[src/rtl/id_pkg.sv]
package id_pkg;

    localparam int WORD_W     = 32;
    localparam int REG_ADDR_W = 5;
    localparam int ALUOP_W    = 8;
    localparam int ALUSEL_W   = 3;

    localparam logic [REG_ADDR_W-1:0] NOP_REG_ADDR = '0;

    // primary opcodes
    localparam logic [5:0] OP_SPECIAL = 6'b000000;
    localparam logic [5:0] OP_ORI     = 6'b001101;
    localparam logic [5:0] OP_ANDI    = 6'b001100;
    localparam logic [5:0] OP_XORI    = 6'b001110;
    localparam logic [5:0] OP_LUI     = 6'b001111;
    localparam logic [5:0] OP_ADDI    = 6'b001000;
    localparam logic [5:0] OP_ADDIU   = 6'b001001;
    localparam logic [5:0] OP_SLTI    = 6'b001010;
    localparam logic [5:0] OP_SLTIU   = 6'b001011;

    // function field under OP_SPECIAL
    localparam logic [5:0] FN_OR   = 6'b100101;
    localparam logic [5:0] FN_AND  = 6'b100100;
    localparam logic [5:0] FN_XOR  = 6'b100110;
    localparam logic [5:0] FN_NOR  = 6'b100111;
    localparam logic [5:0] FN_SLL  = 6'b000000;
    localparam logic [5:0] FN_SRL  = 6'b000010;
    localparam logic [5:0] FN_SRA  = 6'b000011;
    localparam logic [5:0] FN_SLLV = 6'b000100;
    localparam logic [5:0] FN_SRLV = 6'b000110;
    localparam logic [5:0] FN_SRAV = 6'b000111;
    localparam logic [5:0] FN_ADD  = 6'b100000;
    localparam logic [5:0] FN_ADDU = 6'b100001;
    localparam logic [5:0] FN_SUB  = 6'b100010;
    localparam logic [5:0] FN_SUBU = 6'b100011;
    localparam logic [5:0] FN_SLT  = 6'b101010;
    localparam logic [5:0] FN_SLTU = 6'b101011;

    // alu sub-operation
    localparam logic [ALUOP_W-1:0] ALUOP_NOP  = 8'b00000000;
    localparam logic [ALUOP_W-1:0] ALUOP_OR   = 8'b00100101;
    localparam logic [ALUOP_W-1:0] ALUOP_AND  = 8'b00100100;
    localparam logic [ALUOP_W-1:0] ALUOP_XOR  = 8'b00100110;
    localparam logic [ALUOP_W-1:0] ALUOP_NOR  = 8'b00100111;
    localparam logic [ALUOP_W-1:0] ALUOP_SLL  = 8'b01111100;
    localparam logic [ALUOP_W-1:0] ALUOP_SRL  = 8'b00000010;
    localparam logic [ALUOP_W-1:0] ALUOP_SRA  = 8'b00000011;
    localparam logic [ALUOP_W-1:0] ALUOP_ADD  = 8'b00100000;
    localparam logic [ALUOP_W-1:0] ALUOP_ADDU = 8'b00100001;
    localparam logic [ALUOP_W-1:0] ALUOP_SUB  = 8'b00100010;
    localparam logic [ALUOP_W-1:0] ALUOP_SUBU = 8'b00100011;
    localparam logic [ALUOP_W-1:0] ALUOP_SLT  = 8'b00101010;
    localparam logic [ALUOP_W-1:0] ALUOP_SLTU = 8'b00101011;

    // result class
    localparam logic [ALUSEL_W-1:0] SEL_NOP   = 3'b000;
    localparam logic [ALUSEL_W-1:0] SEL_LOGIC = 3'b001;
    localparam logic [ALUSEL_W-1:0] SEL_SHIFT = 3'b010;
    localparam logic [ALUSEL_W-1:0] SEL_ARITH = 3'b100;

    typedef struct packed {
        logic [5:0]            opcode;
        logic [REG_ADDR_W-1:0] rs;
        logic [REG_ADDR_W-1:0] rt;
        logic [REG_ADDR_W-1:0] rd;
        logic [4:0]            shamt;
        logic [5:0]            funct;
    } r_fields_t;

    typedef struct packed {
        logic [5:0]            opcode;
        logic [REG_ADDR_W-1:0] rs;
        logic [REG_ADDR_W-1:0] rt;
        logic [15:0]           imm16;
    } i_fields_t;

    // one word, two views
    typedef union packed {
        r_fields_t r;
        i_fields_t i;
    } inst_u;

endpackage

[src/rtl/bypass_if.sv]
`timescale 1ns/10ps

interface bypass_if import id_pkg::*; ();

    // execute stage write-back
    logic                  ex_wreg;
    logic [REG_ADDR_W-1:0] ex_wd;
    logic [WORD_W-1:0]     ex_wdata;

    // memory stage write-back
    logic                  mem_wreg;
    logic [REG_ADDR_W-1:0] mem_wd;
    logic [WORD_W-1:0]     mem_wdata;

    modport src (
        output ex_wreg, ex_wd, ex_wdata,
        output mem_wreg, mem_wd, mem_wdata
    );

    modport dst (
        input ex_wreg, ex_wd, ex_wdata,
        input mem_wreg, mem_wd, mem_wdata
    );

endinterface

[src/rtl/decode_if.sv]
`timescale 1ns/10ps

interface decode_if import id_pkg::*; ();

    logic                  reg1_read;
    logic                  reg2_read;
    logic [REG_ADDR_W-1:0] reg1_addr;
    logic [REG_ADDR_W-1:0] reg2_addr;
    logic [WORD_W-1:0]     imm;
    logic [ALUOP_W-1:0]    aluop;
    logic [ALUSEL_W-1:0]   alusel;
    logic [REG_ADDR_W-1:0] wd;
    logic                  wreg;
    logic                  inst_valid;

    modport dec (
        output reg1_read, reg2_read, reg1_addr, reg2_addr, imm,
        output aluop, alusel, wd, wreg, inst_valid
    );

    // operand selection side
    modport sel (
        input reg1_read, reg2_read, reg1_addr, reg2_addr, imm
    );

    modport stg (
        input aluop, alusel, wd, wreg, inst_valid
    );

endinterface

[src/rtl/id_ex_reg.sv]
`timescale 1ns/10ps

module id_ex_reg import id_pkg::*; (
    input  logic                  clk,
    input  logic                  rst_n_i,
    decode_if.stg                 dec,
    input  logic [WORD_W-1:0]     op1_i,
    input  logic [WORD_W-1:0]     op2_i,
    output logic [ALUOP_W-1:0]    ex_aluop_o,
    output logic [ALUSEL_W-1:0]   ex_alusel_o,
    output logic [WORD_W-1:0]     ex_reg1_o,
    output logic [WORD_W-1:0]     ex_reg2_o,
    output logic [REG_ADDR_W-1:0] ex_wd_o,
    output logic                  ex_wreg_o,
    output logic                  ex_inst_invalid_o
);

    always_ff @(posedge clk) begin
        if (!rst_n_i) begin
            ex_aluop_o        <= ALUOP_NOP;
            ex_alusel_o       <= SEL_NOP;
            ex_reg1_o         <= '0;
            ex_reg2_o         <= '0;
            ex_wd_o           <= NOP_REG_ADDR;
            ex_wreg_o         <= 1'b0;
            ex_inst_invalid_o <= 1'b0;
        end else if (!dec.inst_valid) begin
            // unknown instruction becomes a bubble
            ex_aluop_o        <= ALUOP_NOP;
            ex_alusel_o       <= SEL_NOP;
            ex_reg1_o         <= '0;
            ex_reg2_o         <= '0;
            ex_wd_o           <= NOP_REG_ADDR;
            ex_wreg_o         <= 1'b0;
            ex_inst_invalid_o <= 1'b1;
        end else begin
            ex_aluop_o        <= dec.aluop;
            ex_alusel_o       <= dec.alusel;
            ex_reg1_o         <= op1_i;
            ex_reg2_o         <= op2_i;
            ex_wd_o           <= dec.wd;
            ex_wreg_o         <= dec.wreg;
            ex_inst_invalid_o <= 1'b0;
        end
    end

endmodule

[src/rtl/id_top.sv]
`timescale 1ns/10ps

module id_top import id_pkg::*; (
    input  logic                  clk,
    input  logic                  rst_n_i,
    input  logic [WORD_W-1:0]     inst_i,
    input  logic [WORD_W-1:0]     reg1_data_i,
    input  logic [WORD_W-1:0]     reg2_data_i,
    input  logic                  ex_wreg_i,
    input  logic [REG_ADDR_W-1:0] ex_wd_i,
    input  logic [WORD_W-1:0]     ex_wdata_i,
    input  logic                  mem_wreg_i,
    input  logic [REG_ADDR_W-1:0] mem_wd_i,
    input  logic [WORD_W-1:0]     mem_wdata_i,
    output logic                  reg1_read_o,
    output logic                  reg2_read_o,
    output logic [REG_ADDR_W-1:0] reg1_addr_o,
    output logic [REG_ADDR_W-1:0] reg2_addr_o,
    output logic [ALUOP_W-1:0]    ex_aluop_o,
    output logic [ALUSEL_W-1:0]   ex_alusel_o,
    output logic [WORD_W-1:0]     ex_reg1_o,
    output logic [WORD_W-1:0]     ex_reg2_o,
    output logic [REG_ADDR_W-1:0] ex_wd_o,
    output logic                  ex_wreg_o,
    output logic                  ex_inst_invalid_o
);

    decode_if dec_bus ();
    bypass_if byp_bus ();

    logic [WORD_W-1:0] op1;
    logic [WORD_W-1:0] op2;

    // later-stage write-back buses
    assign byp_bus.ex_wreg   = ex_wreg_i;
    assign byp_bus.ex_wd     = ex_wd_i;
    assign byp_bus.ex_wdata  = ex_wdata_i;
    assign byp_bus.mem_wreg  = mem_wreg_i;
    assign byp_bus.mem_wd    = mem_wd_i;
    assign byp_bus.mem_wdata = mem_wdata_i;

    // register file read ports, same cycle
    assign reg1_read_o = dec_bus.reg1_read;
    assign reg2_read_o = dec_bus.reg2_read;
    assign reg1_addr_o = dec_bus.reg1_addr;
    assign reg2_addr_o = dec_bus.reg2_addr;

    inst_decoder i_inst_decoder (
        .inst_i (inst_i),
        .dec    (dec_bus.dec)
    );

    operand_mux i_operand_mux (
        .dec         (dec_bus.sel),
        .byp         (byp_bus.dst),
        .reg1_data_i (reg1_data_i),
        .reg2_data_i (reg2_data_i),
        .op1_o       (op1),
        .op2_o       (op2)
    );

    id_ex_reg i_id_ex_reg (
        .clk               (clk),
        .rst_n_i           (rst_n_i),
        .dec               (dec_bus.stg),
        .op1_i             (op1),
        .op2_i             (op2),
        .ex_aluop_o        (ex_aluop_o),
        .ex_alusel_o       (ex_alusel_o),
        .ex_reg1_o         (ex_reg1_o),
        .ex_reg2_o         (ex_reg2_o),
        .ex_wd_o           (ex_wd_o),
        .ex_wreg_o         (ex_wreg_o),
        .ex_inst_invalid_o (ex_inst_invalid_o)
    );

endmodule

[src/rtl/inst_decoder.sv]
`timescale 1ns/10ps

module inst_decoder import id_pkg::*; (
    input  inst_u inst_i,
    decode_if.dec dec
);

    logic [WORD_W-1:0] imm_zext;
    logic [WORD_W-1:0] imm_sext;
    logic [WORD_W-1:0] imm_upper;
    logic [WORD_W-1:0] imm_shamt;
    logic              r_form;
    logic              i_form;

    assign imm_zext  = {16'h0000, inst_i.i.imm16};
    assign imm_sext  = {{16{inst_i.i.imm16[15]}}, inst_i.i.imm16};
    assign imm_upper = {inst_i.i.imm16, 16'h0000};
    assign imm_shamt = {{(WORD_W - 5){1'b0}}, inst_i.r.shamt};

    always_comb begin
        dec.reg1_read  = 1'b0;
        dec.reg2_read  = 1'b0;
        dec.reg1_addr  = inst_i.r.rs;
        dec.reg2_addr  = inst_i.r.rt;
        dec.imm        = '0;
        dec.aluop      = ALUOP_NOP;
        dec.alusel     = SEL_NOP;
        dec.wd         = inst_i.r.rd;
        dec.wreg       = 1'b0;
        dec.inst_valid = 1'b0;
        r_form         = 1'b0;
        i_form         = 1'b1;

        case (inst_i.i.opcode)
            OP_SPECIAL: begin
                i_form = 1'b0;
                // register forms need a zero shamt field
                if (inst_i.r.shamt == 5'd0) begin
                    r_form = 1'b1;
                    case (inst_i.r.funct)
                        FN_OR:   {dec.aluop, dec.alusel} = {ALUOP_OR, SEL_LOGIC};
                        FN_AND:  {dec.aluop, dec.alusel} = {ALUOP_AND, SEL_LOGIC};
                        FN_XOR:  {dec.aluop, dec.alusel} = {ALUOP_XOR, SEL_LOGIC};
                        FN_NOR:  {dec.aluop, dec.alusel} = {ALUOP_NOR, SEL_LOGIC};
                        FN_SLLV: {dec.aluop, dec.alusel} = {ALUOP_SLL, SEL_SHIFT};
                        FN_SRLV: {dec.aluop, dec.alusel} = {ALUOP_SRL, SEL_SHIFT};
                        FN_SRAV: {dec.aluop, dec.alusel} = {ALUOP_SRA, SEL_SHIFT};
                        FN_ADD:  {dec.aluop, dec.alusel} = {ALUOP_ADD, SEL_ARITH};
                        FN_ADDU: {dec.aluop, dec.alusel} = {ALUOP_ADDU, SEL_ARITH};
                        FN_SUB:  {dec.aluop, dec.alusel} = {ALUOP_SUB, SEL_ARITH};
                        FN_SUBU: {dec.aluop, dec.alusel} = {ALUOP_SUBU, SEL_ARITH};
                        FN_SLT:  {dec.aluop, dec.alusel} = {ALUOP_SLT, SEL_ARITH};
                        FN_SLTU: {dec.aluop, dec.alusel} = {ALUOP_SLTU, SEL_ARITH};
                        default: r_form = 1'b0;
                    endcase
                end
            end
            OP_ORI: begin
                {dec.aluop, dec.alusel} = {ALUOP_OR, SEL_LOGIC};
                dec.imm = imm_zext;
            end
            OP_ANDI: begin
                {dec.aluop, dec.alusel} = {ALUOP_AND, SEL_LOGIC};
                dec.imm = imm_zext;
            end
            OP_XORI: begin
                {dec.aluop, dec.alusel} = {ALUOP_XOR, SEL_LOGIC};
                dec.imm = imm_zext;
            end
            OP_LUI: begin
                // or with rs, rs is r0 in real code
                {dec.aluop, dec.alusel} = {ALUOP_OR, SEL_LOGIC};
                dec.imm = imm_upper;
            end
            OP_ADDI: begin
                {dec.aluop, dec.alusel} = {ALUOP_ADD, SEL_ARITH};
                dec.imm = imm_sext;
            end
            OP_ADDIU: begin
                {dec.aluop, dec.alusel} = {ALUOP_ADDU, SEL_ARITH};
                dec.imm = imm_sext;
            end
            OP_SLTI: begin
                {dec.aluop, dec.alusel} = {ALUOP_SLT, SEL_ARITH};
                dec.imm = imm_sext;
            end
            OP_SLTIU: begin
                {dec.aluop, dec.alusel} = {ALUOP_SLTU, SEL_ARITH};
                dec.imm = imm_sext;
            end
            default: begin
                i_form = 1'b0;
            end
        endcase

        if (r_form) begin
            dec.reg1_read  = 1'b1;
            dec.reg2_read  = 1'b1;
            dec.wreg       = 1'b1;
            dec.inst_valid = 1'b1;
        end

        // i-type writes rt and reads rs only
        if (i_form) begin
            dec.reg1_read  = 1'b1;
            dec.wd         = inst_i.i.rt;
            dec.wreg       = 1'b1;
            dec.inst_valid = 1'b1;
        end

        // immediate shifts, opcode and rs all zero
        if ({inst_i.r.opcode, inst_i.r.rs} == 11'd0) begin
            if (inst_i.r.funct inside {FN_SLL, FN_SRL, FN_SRA}) begin
                case (inst_i.r.funct)
                    FN_SLL:  dec.aluop = ALUOP_SLL;
                    FN_SRL:  dec.aluop = ALUOP_SRL;
                    default: dec.aluop = ALUOP_SRA;
                endcase
                dec.alusel     = SEL_SHIFT;
                dec.reg1_read  = 1'b0;
                dec.reg2_read  = 1'b1;
                dec.imm        = imm_shamt;
                dec.wd         = inst_i.r.rd;
                dec.wreg       = 1'b1;
                dec.inst_valid = 1'b1;
            end
        end
    end

endmodule

[src/rtl/operand_mux.sv]
`timescale 1ns/10ps

module operand_mux import id_pkg::*; (
    decode_if.sel             dec,
    bypass_if.dst             byp,
    input  logic [WORD_W-1:0] reg1_data_i,
    input  logic [WORD_W-1:0] reg2_data_i,
    output logic [WORD_W-1:0] op1_o,
    output logic [WORD_W-1:0] op2_o
);

    // execute result first, then memory, then register file
    function automatic logic [WORD_W-1:0] resolve(
        input logic                  rd_en,
        input logic [REG_ADDR_W-1:0] addr,
        input logic [WORD_W-1:0]     rf_data,
        input logic [WORD_W-1:0]     imm
    );
        logic [WORD_W-1:0] val;
        if (!rd_en) begin
            val = imm;
        end else if (byp.ex_wreg && (addr == byp.ex_wd)) begin
            val = byp.ex_wdata;
        end else if (byp.mem_wreg && (addr == byp.mem_wd)) begin
            val = byp.mem_wdata;
        end else begin
            val = rf_data;
        end
        return val;
    endfunction

    always_comb begin
        op1_o = resolve(dec.reg1_read, dec.reg1_addr, reg1_data_i, dec.imm);
        op2_o = resolve(dec.reg2_read, dec.reg2_addr, reg2_data_i, dec.imm);
    end

endmodule

[config.mk]
export PLATFORM = sky130hd
export DESIGN_NAME = id_top
export DESIGN_NICKNAME = d
export VERILOG_FILES = /design/src/rtl/id_pkg.sv /design/src/rtl/bypass_if.sv /design/src/rtl/decode_if.sv /design/src/rtl/id_ex_reg.sv /design/src/rtl/id_top.sv /design/src/rtl/inst_decoder.sv /design/src/rtl/operand_mux.sv
export SDC_FILE = /design/constraint.sdc
export NUM_CORES = 1
export LEC_CHECK = 0
export BUFFER_PORTS_ARGS = -buffer_cell sky130_fd_sc_hd__buf_2
export CORE_AREA = 4 4 144 132
export CTS_BUF_LIST = sky130_fd_sc_hd__clkbuf_8
export CTS_CLUSTER_DIAMETER = 40
export DETAILED_ROUTE_END_ITERATION = 16
export DIE_AREA = 0 0 148 136
export PLACE_DENSITY = 0.57
export SYNTH_ARGS = -nofsm -noshare
export SYNTH_HDL_FRONTEND = slang
export SYNTH_SLANG_ARGS = --single-unit
[constraint.sdc]
create_clock -name clk -period 5.7 [get_ports clk]
set_input_delay 0 -clock clk [delete_from_list [all_inputs] [get_ports clk]]
set_output_delay 0 -clock clk [all_outputs]
set_load 0.01 [all_outputs]
==> results.txt, run 1 <==
The core region is 0.01750 mm^2. The tool flagged a number of max-cap violations equal to 0. Startpoint type of the worst setup path: a primary input.

The run gives 39.12% as the share of the core filled with cells in the final layout. For the die outline area, the log shows 0.02013 mm^2. The final number of hold-violating endpoints was 0. In this run, the number of DRC markers left after iteration 0 of detailed routing was 330.

After clock tree synthesis, the repair step resized 0 gates. The run finished with clean final reports. Via count of the first global-routing pass: 5144. The smallest clock period supported by the final layout is computed as 3108 ps.

The number of vias per cell is 4.762, and the pin count of the biggest net entering global routing is 65. The vertical die dimension was 136 um. The final route contains 5276 vias. For the highest ir drop seen on vdd, the log shows 87.92 uV. The synthesized netlist cell count was 544. The path class of the tightest hold or removal check is primary input to flop. The run gives 6 as the number of detailed-route iterations in the first pass.

The worst pin sits at a relative slew slack of 26.32%. In this run the biggest area consumer among cell types represents 37.23% of the synthesized area. TritonCTS built the clock tree. The accumulated negative setup slack was 0 ps; the number of buffers inserted by post-CTS setup repair was 0. The tools report the netlist area before placement as 0.004302 mm^2. The die width works out to 148 um. The synthesized design contains 0 enable-type register cells. Across every metal layer, demand over resource in global routing totals 19.29%. The number of different library cells used by synthesis comes to 43. Counting every net in the synthesized netlist gives 718.

The transition at the pin with the smallest max-transition slack works out to 1105 ps. In the synthesized netlist, the cells that appear most often are sky130_fd_sc_hd__nand2_1, sky130_fd_sc_hd__nor2_1, sky130_fd_sc_hd__dfxtp_1. The smallest setup slack after layout is 2592 ps. The initial utilization of the core area, before any placement, comes to 24.59%.

STA puts the critical path data arrival time at 3420 ps. The library cell with the largest summed area after synthesis was sky130_fd_sc_hd__dfxtp_1. Yosys printed 0 warnings.

The required arrival time at the worst endpoint came out at 6010 ps. Along the worst path, the maximum fanout reaches 23. The critical path capture point type was a flop. During I/O placement, the number of pins put on the boundary was 268. Setup repair after global routing left no endpoint under its margin. The share of synthesized registers carrying an async set or reset is 0%. During placement, the flow inserted port buffers numbering 266. The H-tree depth was 3; the final routed wire length divided by cell count was 18.17 um. The wire length of the first global-routing pass is 29670 um. The number of clock buffers inserted by TritonCTS came out at 9. Summing internal, switching and leakage power gives 1.284 mW. The final cycle utilization of the critical path was 54.53%; the mean instance size in the synthesized netlist was 7.907 um^2.

The post-route antenna net violation count was 0. The logs give 0 for the number of inserted diodes and 80 for the CTS sink count. The tools report the maximum achievable frequency as 0.3217 GHz. The most used flip-flop cell after synthesis was sky130_fd_sc_hd__dfxtp_1.

Synthesis inferred 80 register bits. In this run the core area contains 46 standard-cell rows. The initial antenna violation count was 1; the post-detailed-route DRC marker count was 0. The setup path with the least slack is of type primary input to flop.

For this run, the register share of the synthesized area comes to 37.23%. The final-layout worst hold slack came out at 34.76 ps. Most instantiated library cell after synthesis: sky130_fd_sc_hd__nand2_1.

Once detailed placement completed, the half-perimeter wirelength came to 14730 um. Setup violations remaining at the end of the flow were counted as 0. The tree is rooted in a sky130_fd_sc_hd__clkbuf_8. The run gives 0 as the global route total overflow. The run gives 2 as the number of buffers on the longest clock path.

The final layout contains 1037 nets. Before CTS, the worst setup slack after placement is 3293 ps. After synthesis, the cell types taking the most area are sky130_fd_sc_hd__dfxtp_1, sky130_fd_sc_hd__nand2_1, sky130_fd_sc_hd__mux2i_1.

The area added between synthesis and finish is 59.13%. The ratio of cells with drive above 1 in the final layout works out to 34.68%. The clock-pin slew of the registers on the worst-case setup and hold paths is 90 ps. For the number of max-slew violations in the final report, the log shows 0. Power spread over the standard cell area amounts to 187.6 mW/mm^2. The run gives 0.8332 as the final RePlAce weighted congestion. The routed wire length is 20140 um. For this design the static power due to leakage is 3.196 nW.
==> layout make-up <==
type                            count  area (um^2)
Fill cell                        1835        10650
Inverter                            5        18.77
Multi-Input combinational cell    406         2422
Clock inverter                      4        67.56
Tap cell                          240        300.3
Clock buffer                       12        165.2
Sequential cell                    80         1602
Timing Repair Buffer              361         2270
==> sequential cells by signal (all words and copies together), names as in the netlist <==
register and count:
i_id_ex_reg.ex_wd_o 5, i_id_ex_reg.ex_reg1_o 32, i_id_ex_reg.ex_inst_invalid_o 1, i_id_ex_reg.ex_aluop_o 6, i_id_ex_reg.ex_alusel_o 3, i_id_ex_reg.ex_wreg_o 1, i_id_ex_reg.ex_reg2_o 32
==> layer usage <==
metal | GRT usage [%] | wire length, um | vias to the layer above
li1 | - | - | 2538
met1 | 25.01 | 8667 | 2458
met2 | 32.49 | 9574 | 258
met3 | 4.867 | 1622 | 20
met4 | 4.361 | 258 | 2
met5 | 0 | 13 | -
==> stage by stage <==
step                instance area (um^2)  cells
floorplan                           4302    544
global placement                    5712   1002
detailed placement                  5712   1002
CTS                                 6845   1108
global route                        6845   1108
finish                              6845   1108
==> cell usage in the layout (no fill, tap or decap), drive strengths merged, types with 6 or more instances in the layout <==
cell,synthesis,final
a31oi,18,18
nor2,81,81
a22o,6,6
buf,26,271
xor2,12,12
nor4,6,6
a21oi,33,33
nand2,119,119
dlygate4sd3,0,90
a211oi,28,28
mux2i,32,32
clkbuf,26,12
inv,5,7
a311o,32,32
dfxtp,80,80
xnor2,8,8
==> repair_timing <==
action,in CTS,in global routing
endpoints found under the setup margin,0,0
hold buffers,90,0
hold endpoints to repair,70,0
==> logic make-up (layout without fill, tap and decap cells) <==
group	after synthesis	count (layout)	share of synthesized area, %
multiplexers	32	32	7.446
flip-flops	80	80	37.23
AO/OA/AOI/OAI	129	129	22.34
other	1	1	0.08718
buffers and inverters	58	382	7.184
AND/OR/NAND/NOR	224	224	21.64
XOR/XNOR	20	20	4.072
==> power by group <==
part           internal, mW  switching, mW
registers             0.565        0.00162
clock network         0.280          0.218
logic                 0.108          0.111
total                 0.953          0.331
==> final timing paths <==
check,start,end,slack [ps],cells after the start
hold / removal,reg2_data_i[5],i_id_ex_reg.ex_reg2_o[5]$_SDFF_PN0_,30,4
setup / recovery,inst_i[27],i_id_ex_reg.ex_reg1_o[28]$_SDFF_PN0_,2590,10
==> worst max-delay path: stages <==
cell                            delay, ps
sky130_fd_sc_hd__dlygate4sd3_1        530
sky130_fd_sc_hd__buf_2                160
sky130_fd_sc_hd__or4_4                550
sky130_fd_sc_hd__nor4_4               280
sky130_fd_sc_hd__o2111ai_2            240
sky130_fd_sc_hd__nand2_1              220
sky130_fd_sc_hd__nand2_1              270
sky130_fd_sc_hd__buf_4                330
sky130_fd_sc_hd__a211oi_1             230
sky130_fd_sc_hd__dlygate4sd3_1        590
Note: power is estimated with default switching activity, not from simulation.
==> run 2, diff against run 1 <==
--- a/config.mk
+++ b/config.mk
@@ -5,13 +5,14 @@
 export SDC_FILE = /design/constraint.sdc
 export NUM_CORES = 1
 export LEC_CHECK = 0
+export ABC_AREA = 1
 export BUFFER_PORTS_ARGS = -buffer_cell sky130_fd_sc_hd__buf_2
-export CORE_AREA = 4 4 144 132
+export CORE_AREA = 4 4 159 146
 export CTS_BUF_LIST = sky130_fd_sc_hd__clkbuf_8
 export CTS_CLUSTER_DIAMETER = 40
 export DETAILED_ROUTE_END_ITERATION = 16
-export DIE_AREA = 0 0 148 136
-export PLACE_DENSITY = 0.57
+export DIE_AREA = 0 0 163 150
+export PLACE_DENSITY = 0.56
 export SYNTH_ARGS = -nofsm -noshare
 export SYNTH_HDL_FRONTEND = slang
 export SYNTH_SLANG_ARGS = --single-unit
==> constraint.sdc (replaced) <==
create_clock -name clk -period 2.72 [get_ports clk]
set_input_delay 0 -clock clk [delete_from_list [all_inputs] [get_ports clk]]
set_output_delay 0 -clock clk [all_outputs]
set_load 0.01 [all_outputs]
==> results.txt, run 2 <==
The aggregate global-route resource usage is 19.99% (+0.70 points), and the final routed wire length divided by cell count is 16.82 um (-7.5%). The mean instance size in the synthesized netlist was 5.938 um^2 (-25%); the effective utilization at floorplan was 24.84% (+0.26 points). The run gives 0.001602 mm^2 (unchanged) as the area taken by flip-flops and latches. The leakage power came out at 4.370 nW (+37%). The wire length the detailed router placed on met1 came out at 11580 um (+34%).

The filler cell count was 2427 (+32%). In the final layout, the registers with the most flip-flops are i_id_ex_reg.ex_reg1_o (32), i_id_ex_reg.ex_reg2_o (32), i_id_ex_reg.ex_aluop_o (6). The number of vias per cell is 4.540 (-4.7%), and the final cell area excluding filler cells is 0.007843 mm^2 (+15%). The net total in the final layout was 1387 (+34%); the die width was 163 um (+10%). The synthesis-stage register bit count is 80 (unchanged). The initial antenna violation count was 2 (+1); the clock-pin slew of the registers on the worst-case setup and hold paths was 90 ps (about the same).

The worst path needs 2341 ps of the cycle, external delays included. The register area share after synthesis came out at 30.07% (-7.2 points). Setup repair after global routing left no endpoint under its margin.

The area added between synthesis and finish was 47.24%; the number of detailed-route iterations in the first pass was 5 (-1). The total placed instance area is 0.006840 mm^2 (+20%). Library cell with the largest summed area after synthesis: sky130_fd_sc_hd__dfxtp_1. The min-delay analysis places its worst path in the category primary input to flop. The most used flip-flop cell after synthesis is sky130_fd_sc_hd__dfxtp_1. The run gives 0 (unchanged) as the number of cells upsized or downsized after cts. For the number of buffers on the longest clock path, the log shows 2 (unchanged).

The logs give 2.707 mW (+110%) for the overall power and 420.8 ps (-2872 ps) for the pre-CTS worst setup slack. The number of cell rows came out at 51 (+11%). The number of buffers added on ports was 266 (unchanged); the required arrival time at the worst endpoint was 2990 ps (-3020 ps).

Power per unit of standard cell area: 345.2 mW/mm^2 (+84%). The run gives 378.7 ps (-2213 ps) as the smallest setup slack after layout. The vertical die dimension is 150 um (+10%). The logs give 0.02445 mm^2 (+21%) for the die outline area and 0.02144 mm^2 (+23%) for the area of the core. The number of I/O pins came out at 268 (unchanged). The run gives 0 (unchanged) as the reported max-cap violation count. Wire length of the first global-routing pass: 37550 um (+27%). The final cycle utilization of the critical path is 86.08%. Master cell of the clock root buffer: sky130_fd_sc_hd__clkbuf_8. Count of flip-flops with a built-in enable after synthesis: 0 (unchanged).

The timing endpoint of the critical path is i_id_ex_reg.ex_reg2_o[26]$_SDFF_PN0_. Share of synthesized registers carrying an async set or reset: 0% (unchanged). The number of standard cells in the final layout excluding fillers is 1510 (+36%), and the number of placed cells counting well taps is 1412 (+41%). The number of buffers inserted by post-CTS setup repair was 0 (unchanged).

The number of failing setup endpoints in the final timing report was 0 (unchanged); the number of clock buffers inserted by TritonCTS was 9 (unchanged). In the layout the commonest cells are sky130_fd_sc_hd__buf_2, sky130_fd_sc_hd__nand2_1, sky130_fd_sc_hd__nor2_1. The leading cell type in the layout, fill and taps excluded is sky130_fd_sc_hd__buf_2. The run gives 25400 um (+26%) as the routed wire length.

TritonCTS built the clock tree. The tools report the post-route antenna net violation count as 0 (unchanged). Startpoint type of the worst setup path: a primary input. The highest net fanout along the worst path is 27 (+17%), and the final number of hold-violating endpoints is 0 (unchanged).

The run gives 0 (unchanged) as the count of synthesis-stage warnings from yosys. The transition at the pin with the smallest max-transition slack is 593.2 ps (-512.0 ps). The worst setup path is captured at a flop. Yosys instantiated no cell more often than sky130_fd_sc_hd__nand2_1. First element of the critical path: inst_i[20]. The logs give 529 (+60%) for the iteration-0 DRC count of the detailed router and 897 (+65%) for the synthesized netlist cell count. Timing would allow up to 0.4271 GHz.

The highest metal layer carrying signal wires in the routed design is met5. For the post-synthesis cell type count, the log shows 34 (-21%). The area of the multi-input gates is 0.003005 mm^2 (+24%). Area share of the largest cell type after synthesis: 30.07% (-7.2 points). The run gives 11510 um (+20%) as the met2 layer wire length in the routed design. The met3 layer wire length in the routed design is 1922 um (+18%), and the post-synthesis net count is 1071 (+49%). The logs give 183.5 uV (+110%) for the highest ir drop seen on vdd and 0.9606 (+15%) for the final RePlAce weighted congestion. The via count of the first global-routing pass was 6691 (+30%); the accumulated negative setup slack was 0 ps (unchanged).

The run finished with clean final reports. The logs give 80 (unchanged) for the CTS sink count and 45 (-31%) for the pin count of the biggest net entering global routing. The total number of vias is 6855 (+30%).

The tools report the headroom to the max-slew limit as 60.41% (+34 points). The netlist area before placement came out at 0.005326 mm^2 (+24%). The tools report the number of max-slew violations in the final report as 0 (unchanged).

Critical path class: primary input to flop. The post-detailed-route DRC marker count is 0 (unchanged). For the half-perimeter wire length of the detailed placement result, the log shows 19730 um (+34%). The run gives 0 (unchanged) as the global route total overflow. The commonest cells after synthesis are sky130_fd_sc_hd__nand2_1, sky130_fd_sc_hd__nor2_1, sky130_fd_sc_hd__inv_1. The ratio of cells with drive above 1 in the final layout was 27.34% (-7.3 points). The tools report the signal arrival time at the worst endpoint as 2620 ps (-800 ps). By area the synthesized netlist is led by sky130_fd_sc_hd__dfxtp_1, sky130_fd_sc_hd__nand2_1, sky130_fd_sc_hd__nor2_1. The tools report the H-tree depth as 3 (unchanged).
run 2: metal layers:
layer	GRT usage, %	up-vias
met3	4.765	26
li1	-	3461
met1	26.39	3057
met4	4.319	2
met2	33.30	309
met5	0	-
run 2: report_power, final:
group,leakage (nW),internal (mW),switching [mW]
Clock,0.0924,0.387,0.504
Combinational,3.63,0.281,0.355
Sequential,0.645,1.18,0.00230
run 2: how the worst min path moves through the flow:
stage                    startpoint                              endpoint  slack (ps)  cells after the start
finish              reg1_data_i[15]  i_id_ex_reg.ex_reg1_o[15]$_SDFF_PN0_           9                      5
global route         ex_wdata_i[11]  i_id_ex_reg.ex_reg2_o[11]$_SDFF_PN0_          30                      5
CTS                 reg1_data_i[15]  i_id_ex_reg.ex_reg1_o[15]$_SDFF_PN0_           2                      5
detailed placement       inst_i[24]                        reg1_addr_o[3]         250                      2
global placement         inst_i[24]                        reg1_addr_o[3]         250                      2
floorplan                inst_i[21]                        reg1_addr_o[0]          90                      1
run 2: worst max-delay path, stage by stage:
cell                            delay, ps
sky130_fd_sc_hd__buf_2                140
sky130_fd_sc_hd__inv_1                 60
sky130_fd_sc_hd__nand2_1               60
sky130_fd_sc_hd__a21oi_2              170
sky130_fd_sc_hd__nand3_2              380
sky130_fd_sc_hd__buf_4                390
sky130_fd_sc_hd__o211ai_1             190
sky130_fd_sc_hd__dlygate4sd3_1        580
sky130_fd_sc_hd__a21oi_1               60
sky130_fd_sc_hd__dlygate4sd3_1        570
run 2: final cells by class:
cell class,count,area share [%]
Timing Repair Buffer,359,28.62
Multi-Input combinational cell,647,38.32
Sequential cell,80,20.42
Clock buffer,11,1.930
Clock inverter,5,0.4786
Antenna cell,1,0.03191
Inverter,116,5.552
Tap cell,291,4.643
run 2: cells by family after synthesis:
kind of cell | Yosys count | share of synthesized area [%]
AO/OA/AOI/OAI | 142 | 15.20
other | 1 | 0.07040
flip-flops | 80 | 30.07
buffers and inverters | 170 | 13.69
AND/OR/NAND/NOR | 504 | 40.97
run 2: repair_timing:
item	in CTS	in global routing
hold endpoints to repair	57	0
hold buffers	81	0
endpoints found under the setup margin	0	0
run 2: stage by stage:
stage               utilization, %  hold slack (ps)
global route                 36.57            29.08
global placement             31.90            248.9
CTS                          36.57            1.627
detailed placement           31.90            249.9
finish                       36.58            9.070
floorplan                        -            91.77
==> run 3, diff against run 2 <==
--- a/config.mk
+++ b/config.mk
@@ -7,12 +7,13 @@
 export LEC_CHECK = 0
 export ABC_AREA = 1
 export BUFFER_PORTS_ARGS = -buffer_cell sky130_fd_sc_hd__buf_2
-export CORE_AREA = 4 4 159 146
+export CORE_AREA = 4 4 172 157
 export CTS_BUF_LIST = sky130_fd_sc_hd__clkbuf_8
 export CTS_CLUSTER_DIAMETER = 40
 export DETAILED_ROUTE_END_ITERATION = 16
-export DIE_AREA = 0 0 163 150
-export PLACE_DENSITY = 0.56
+export DIE_AREA = 0 0 176 161
+export PLACE_DENSITY = 0.55
 export SYNTH_ARGS = -nofsm -noshare
 export SYNTH_HDL_FRONTEND = slang
+export SYNTH_HIERARCHICAL = 1
 export SYNTH_SLANG_ARGS = --single-unit
==> results.txt, run 3 <==
The global-route met3 utilization is 4.283% (-0.48 points). The accumulated negative setup slack was 0 ps (unchanged). The post-route antenna net violation count came out at 0 (unchanged).

The number of inserted diodes is 0 (-1). The tools report the total number of vias as 7374 (+7.6%). The ratio of cells with drive above 1 in the final layout is 26.05% (-1.3 points), and the number of failing setup endpoints in the final timing report is 0 (unchanged).

The initial antenna violation count is 2 (unchanged), and the post-detailed-route DRC marker count is 0 (unchanged). The tools report the half-perimeter wire length of the detailed placement result as 20220 um (+2.5%). The run gives 0.9315 mW (+8.1%) as the switching power total. The number of I/O pins is 268 (unchanged), and the area added between synthesis and finish is 26.08%. The combinational fraction of design power was 21.5% (-2.0 points); the smallest setup slack after layout was 544.8 ps (+166.0 ps). The final number of hold-violating endpoints is 0 (unchanged), and the die outline area is 0.02834 mm^2 (+16%). The tools report the netlist area before placement as 0.006208 mm^2 (+17%). For the via count of the first global-routing pass, the log shows 7108 (+6.2%). The number of buffer and inverter instances along the worst setup path was 4 (-1); the count of synthesis-stage warnings from yosys was 6 (+6). The die width is 176 um (+8.0%). Routing layer with the top usage in global route: met2. By area the synthesized netlist is led by sky130_fd_sc_hd__dfxtp_1, sky130_fd_sc_hd__nand2_1, sky130_fd_sc_hd__nor2_1.

The clock period minus final worst setup slack is 2175 ps (-166.0 ps), and the post-synthesis net count is 1282 (+20%). The final cycle utilization of the critical path was 79.97% (-6.1 points); the number of buffers added on ports was 267 (+0.38%). The tools report the global route total overflow as 0 (unchanged). The number of buffers inserted by post-CTS setup repair is 0 (unchanged).

The share of synthesized registers carrying an async set or reset was 0% (unchanged); the net total in the final layout was 1505 (+8.5%). Setup repair after global routing left no endpoint under its margin. The pre-CTS worst setup slack was 421.3 ps (+0.4690 ps); the final routed wire length divided by cell count was 15.88 um (-5.6%). The reported max-cap violation count was 0 (unchanged); the final RePlAce weighted congestion was 0.8797 (-8.4%). The leakage power was 4.372 nW (about the same).

The effective utilization at floorplan came out at 24.79% (-0.057 points). Path category of the worst min-delay check: primary input to flop. The headroom to the max-slew limit was 22.70% (-38 points); the power per unit of standard cell area was 360.4 mW/mm^2 (+4.4%).

In the layout the commonest cells are sky130_fd_sc_hd__nand2_1, sky130_fd_sc_hd__buf_2, sky130_fd_sc_hd__nor2_1. The number of placed cells counting well taps came out at 1660 (+18%). The number of vias per cell was 4.395 (-3.2%). The tools report the number of clock buffers inserted by TritonCTS as 9 (unchanged). The tools report the register area share after synthesis as 26.44% (-3.6 points). The flow ran to the end, and the final reports show no timing, DRC or antenna violations.

The transition at the pin with the smallest max-transition slack was 1159 ps (+566.2 ps). For this run, the leading register cell type out of synthesis is sky130_fd_sc_hd__dfxtp_1. In this design, the critical path's most frequently occurring cell is sky130_fd_sc_hd__nand2_1. The routed wire length was 26650 um (+4.9%); the iteration-0 DRC count of the detailed router was 455 (-14%). TritonCTS built the clock tree. The aggregate global-route resource usage was 18.02% (-2.0 points); the met2 track demand over resource was 29.88% (-3.4 points). The critical path is of the primary input to flop type. The number of standard cells in the final layout excluding fillers is 1678 (+11%).

The highest net fanout along the worst path came out at 32 (+19%). The most instantiated library cell after synthesis is sky130_fd_sc_hd__nand2_1. The tools report the design internal power as 1.889 mW (+2.4%). The slowest stage of the critical path belongs to the cell sky130_fd_sc_hd__nand3_4. The logs give 1108 (+24%) for the synthesized netlist cell count and 2.821 mW (+4.2%) for the overall power. Traced cell by cell, the critical path runs through dlygate4sd3_1 > buf_2 > inv_1 > nand2_1 > nand2_2 > nor2_4 > nand3_4 > nand2_1 > nand3_1 > nand2_1 > nand2_1 > inv_1 > nor2_1.

The commonest cells after synthesis are sky130_fd_sc_hd__nand2_1, sky130_fd_sc_hd__nor2_1, sky130_fd_sc_hd__nand3_1. The largest registers in the layout are i_id_ex_reg/ex_reg1_o (32), i_id_ex_reg/ex_reg2_o (32), i_id_ex_reg/ex_aluop_o (8). The synthesis-stage register bit count is 82 (+2.5%), and the number of buffers on the longest clock path is 2 (unchanged).

The clock-pin slew of the registers on the worst-case setup and hold paths came out at 100 ps (about the same). The tools report the critical path capture point type as a flop. Clock share of power: 35.6% (+2.7 points). For the H-tree depth, the log shows 3 (unchanged). Peak per-stage delay on the critical path: 550 ps (-30 ps). Library cell with the largest summed area after synthesis: sky130_fd_sc_hd__dfxtp_1. The fraction of power spent switching nets came out at 33.02% (+1.2 points). The run gives 2980 ps (about the same) as the required arrival time at the worst endpoint.

The tools report the wire length of the first global-routing pass as 40330 um (+7.4%). The logs give 5 (unchanged) for the number of detailed-route iterations in the first pass and 0.02505 mm^2 (+17%) for the area of the core. For the met1 usage, the log shows 23.92% (-2.5 points). The number of cell rows was 55 (+7.8%); the sequential group share of total power was 42.9% (-0.7 points).

The signal arrival time at the worst endpoint is 2440 ps (-180 ps), and the total placed instance area is 0.007597 mm^2 (+11%). The library cell used most frequently in the layout, excluding fill and tap cells, is sky130_fd_sc_hd__nand2_1. Grouping stages by cell kind, the critical path spends the most delay in simple AND/OR/NAND/NOR gates. The highest ir drop seen on vdd is 234.0 uV (+27%), and the final cell area excluding filler cells is 0.007828 mm^2 (-0.19%). The area share of the largest cell type after synthesis came out at 26.44% (-3.6 points). The worst setup path is launched from a primary input.

The mean instance size in the synthesized netlist works out to 5.603 um^2 (-5.6%). The tools report the master cell of the clock root buffer as sky130_fd_sc_hd__clkbuf_8. The pin count of the biggest net entering global routing is 65 (+44%). For the post-synthesis cell type count, the log shows 29 (-15%). The count of flip-flops with a built-in enable after synthesis came out at 0 (unchanged). The maximum achievable frequency was 0.4597 GHz (+7.6%); the CTS sink count was 82 (+2.5%).

The vertical die dimension works out to 161 um (+7.3%). Number of max-slew violations in the final report: 0 (unchanged).
-- run 3: worst paths after layout --
check	from	end	slack, ps	depth (start not counted)
setup / recovery	inst_i[18]	i_id_ex_reg/ex_reg2_o[19]$_SDFF_PN0_	540	13
hold / removal	reg2_data_i[6]	i_id_ex_reg/ex_reg2_o[6]$_SDFF_PN0_	40	7
-- run 3: per-layer routing --
| metal | vias to the layer above | routed length [um] |
|---|---|---|
| met3 | 18 | 2021 |
| met5 | - | 21 |
| met1 | 3303 | 12030 |
| met2 | 274 | 12260 |
| met4 | 4 | 316 |
| li1 | 3775 | - |
-- run 3: kinds of logic (layout without fill, tap and decap cells) --
group	Yosys count	count (layout)	synth area share, %
AOI/OAI and AO/OA	41	41	3.990
xor gates and xnor gates	1	1	0.1411
buffers and inverters	210	438	16.59
DFF	82	82	26.44
other	1	1	0.06040
and+or+nand+nor	773	773	52.78
-- run 3: final cells by class --
cell class	instances	area [um^2]
fill	2956	17220
multi-input combinational	816	3552
sequential	82	1642
timing repair buffer	279	1456
inverter	143	539.3
tap	342	427.9
clock buffer	10	137.6
clock inverter	6	72.57
-- run 3: power groups by stage --
| stage | clock [mW] | sequential (mW) | combinational [mW] |
|---|---|---|---|
| after floorplan | 0 | 1.24 | 0.342 |
| after global placement | 0 | 1.24 | 0.607 |
| after detailed placement | 0 | 1.24 | 0.606 |
| after CTS | 1.05 | 1.21 | 0.611 |
| after global routing | 1.09 | 1.21 | 0.676 |
| final | 1.00 | 1.21 | 0.608 |
-- run 3: timing repair --
action | in CTS | in global routing
hold endpoints to repair | 2 | 0
gates resized for setup | 0 | 0
hold buffers | 2 | 0
-- run 3: through the flow --
stage / hold WS [ps] / util, %
global placement: 243.0 / 30.33
floorplan: 102.2 / -
global route: 41.08 / 31.25
finish: 37.50 / 31.25
CTS: 5.153 / 31.25
detailed placement: 247.5 / 30.33
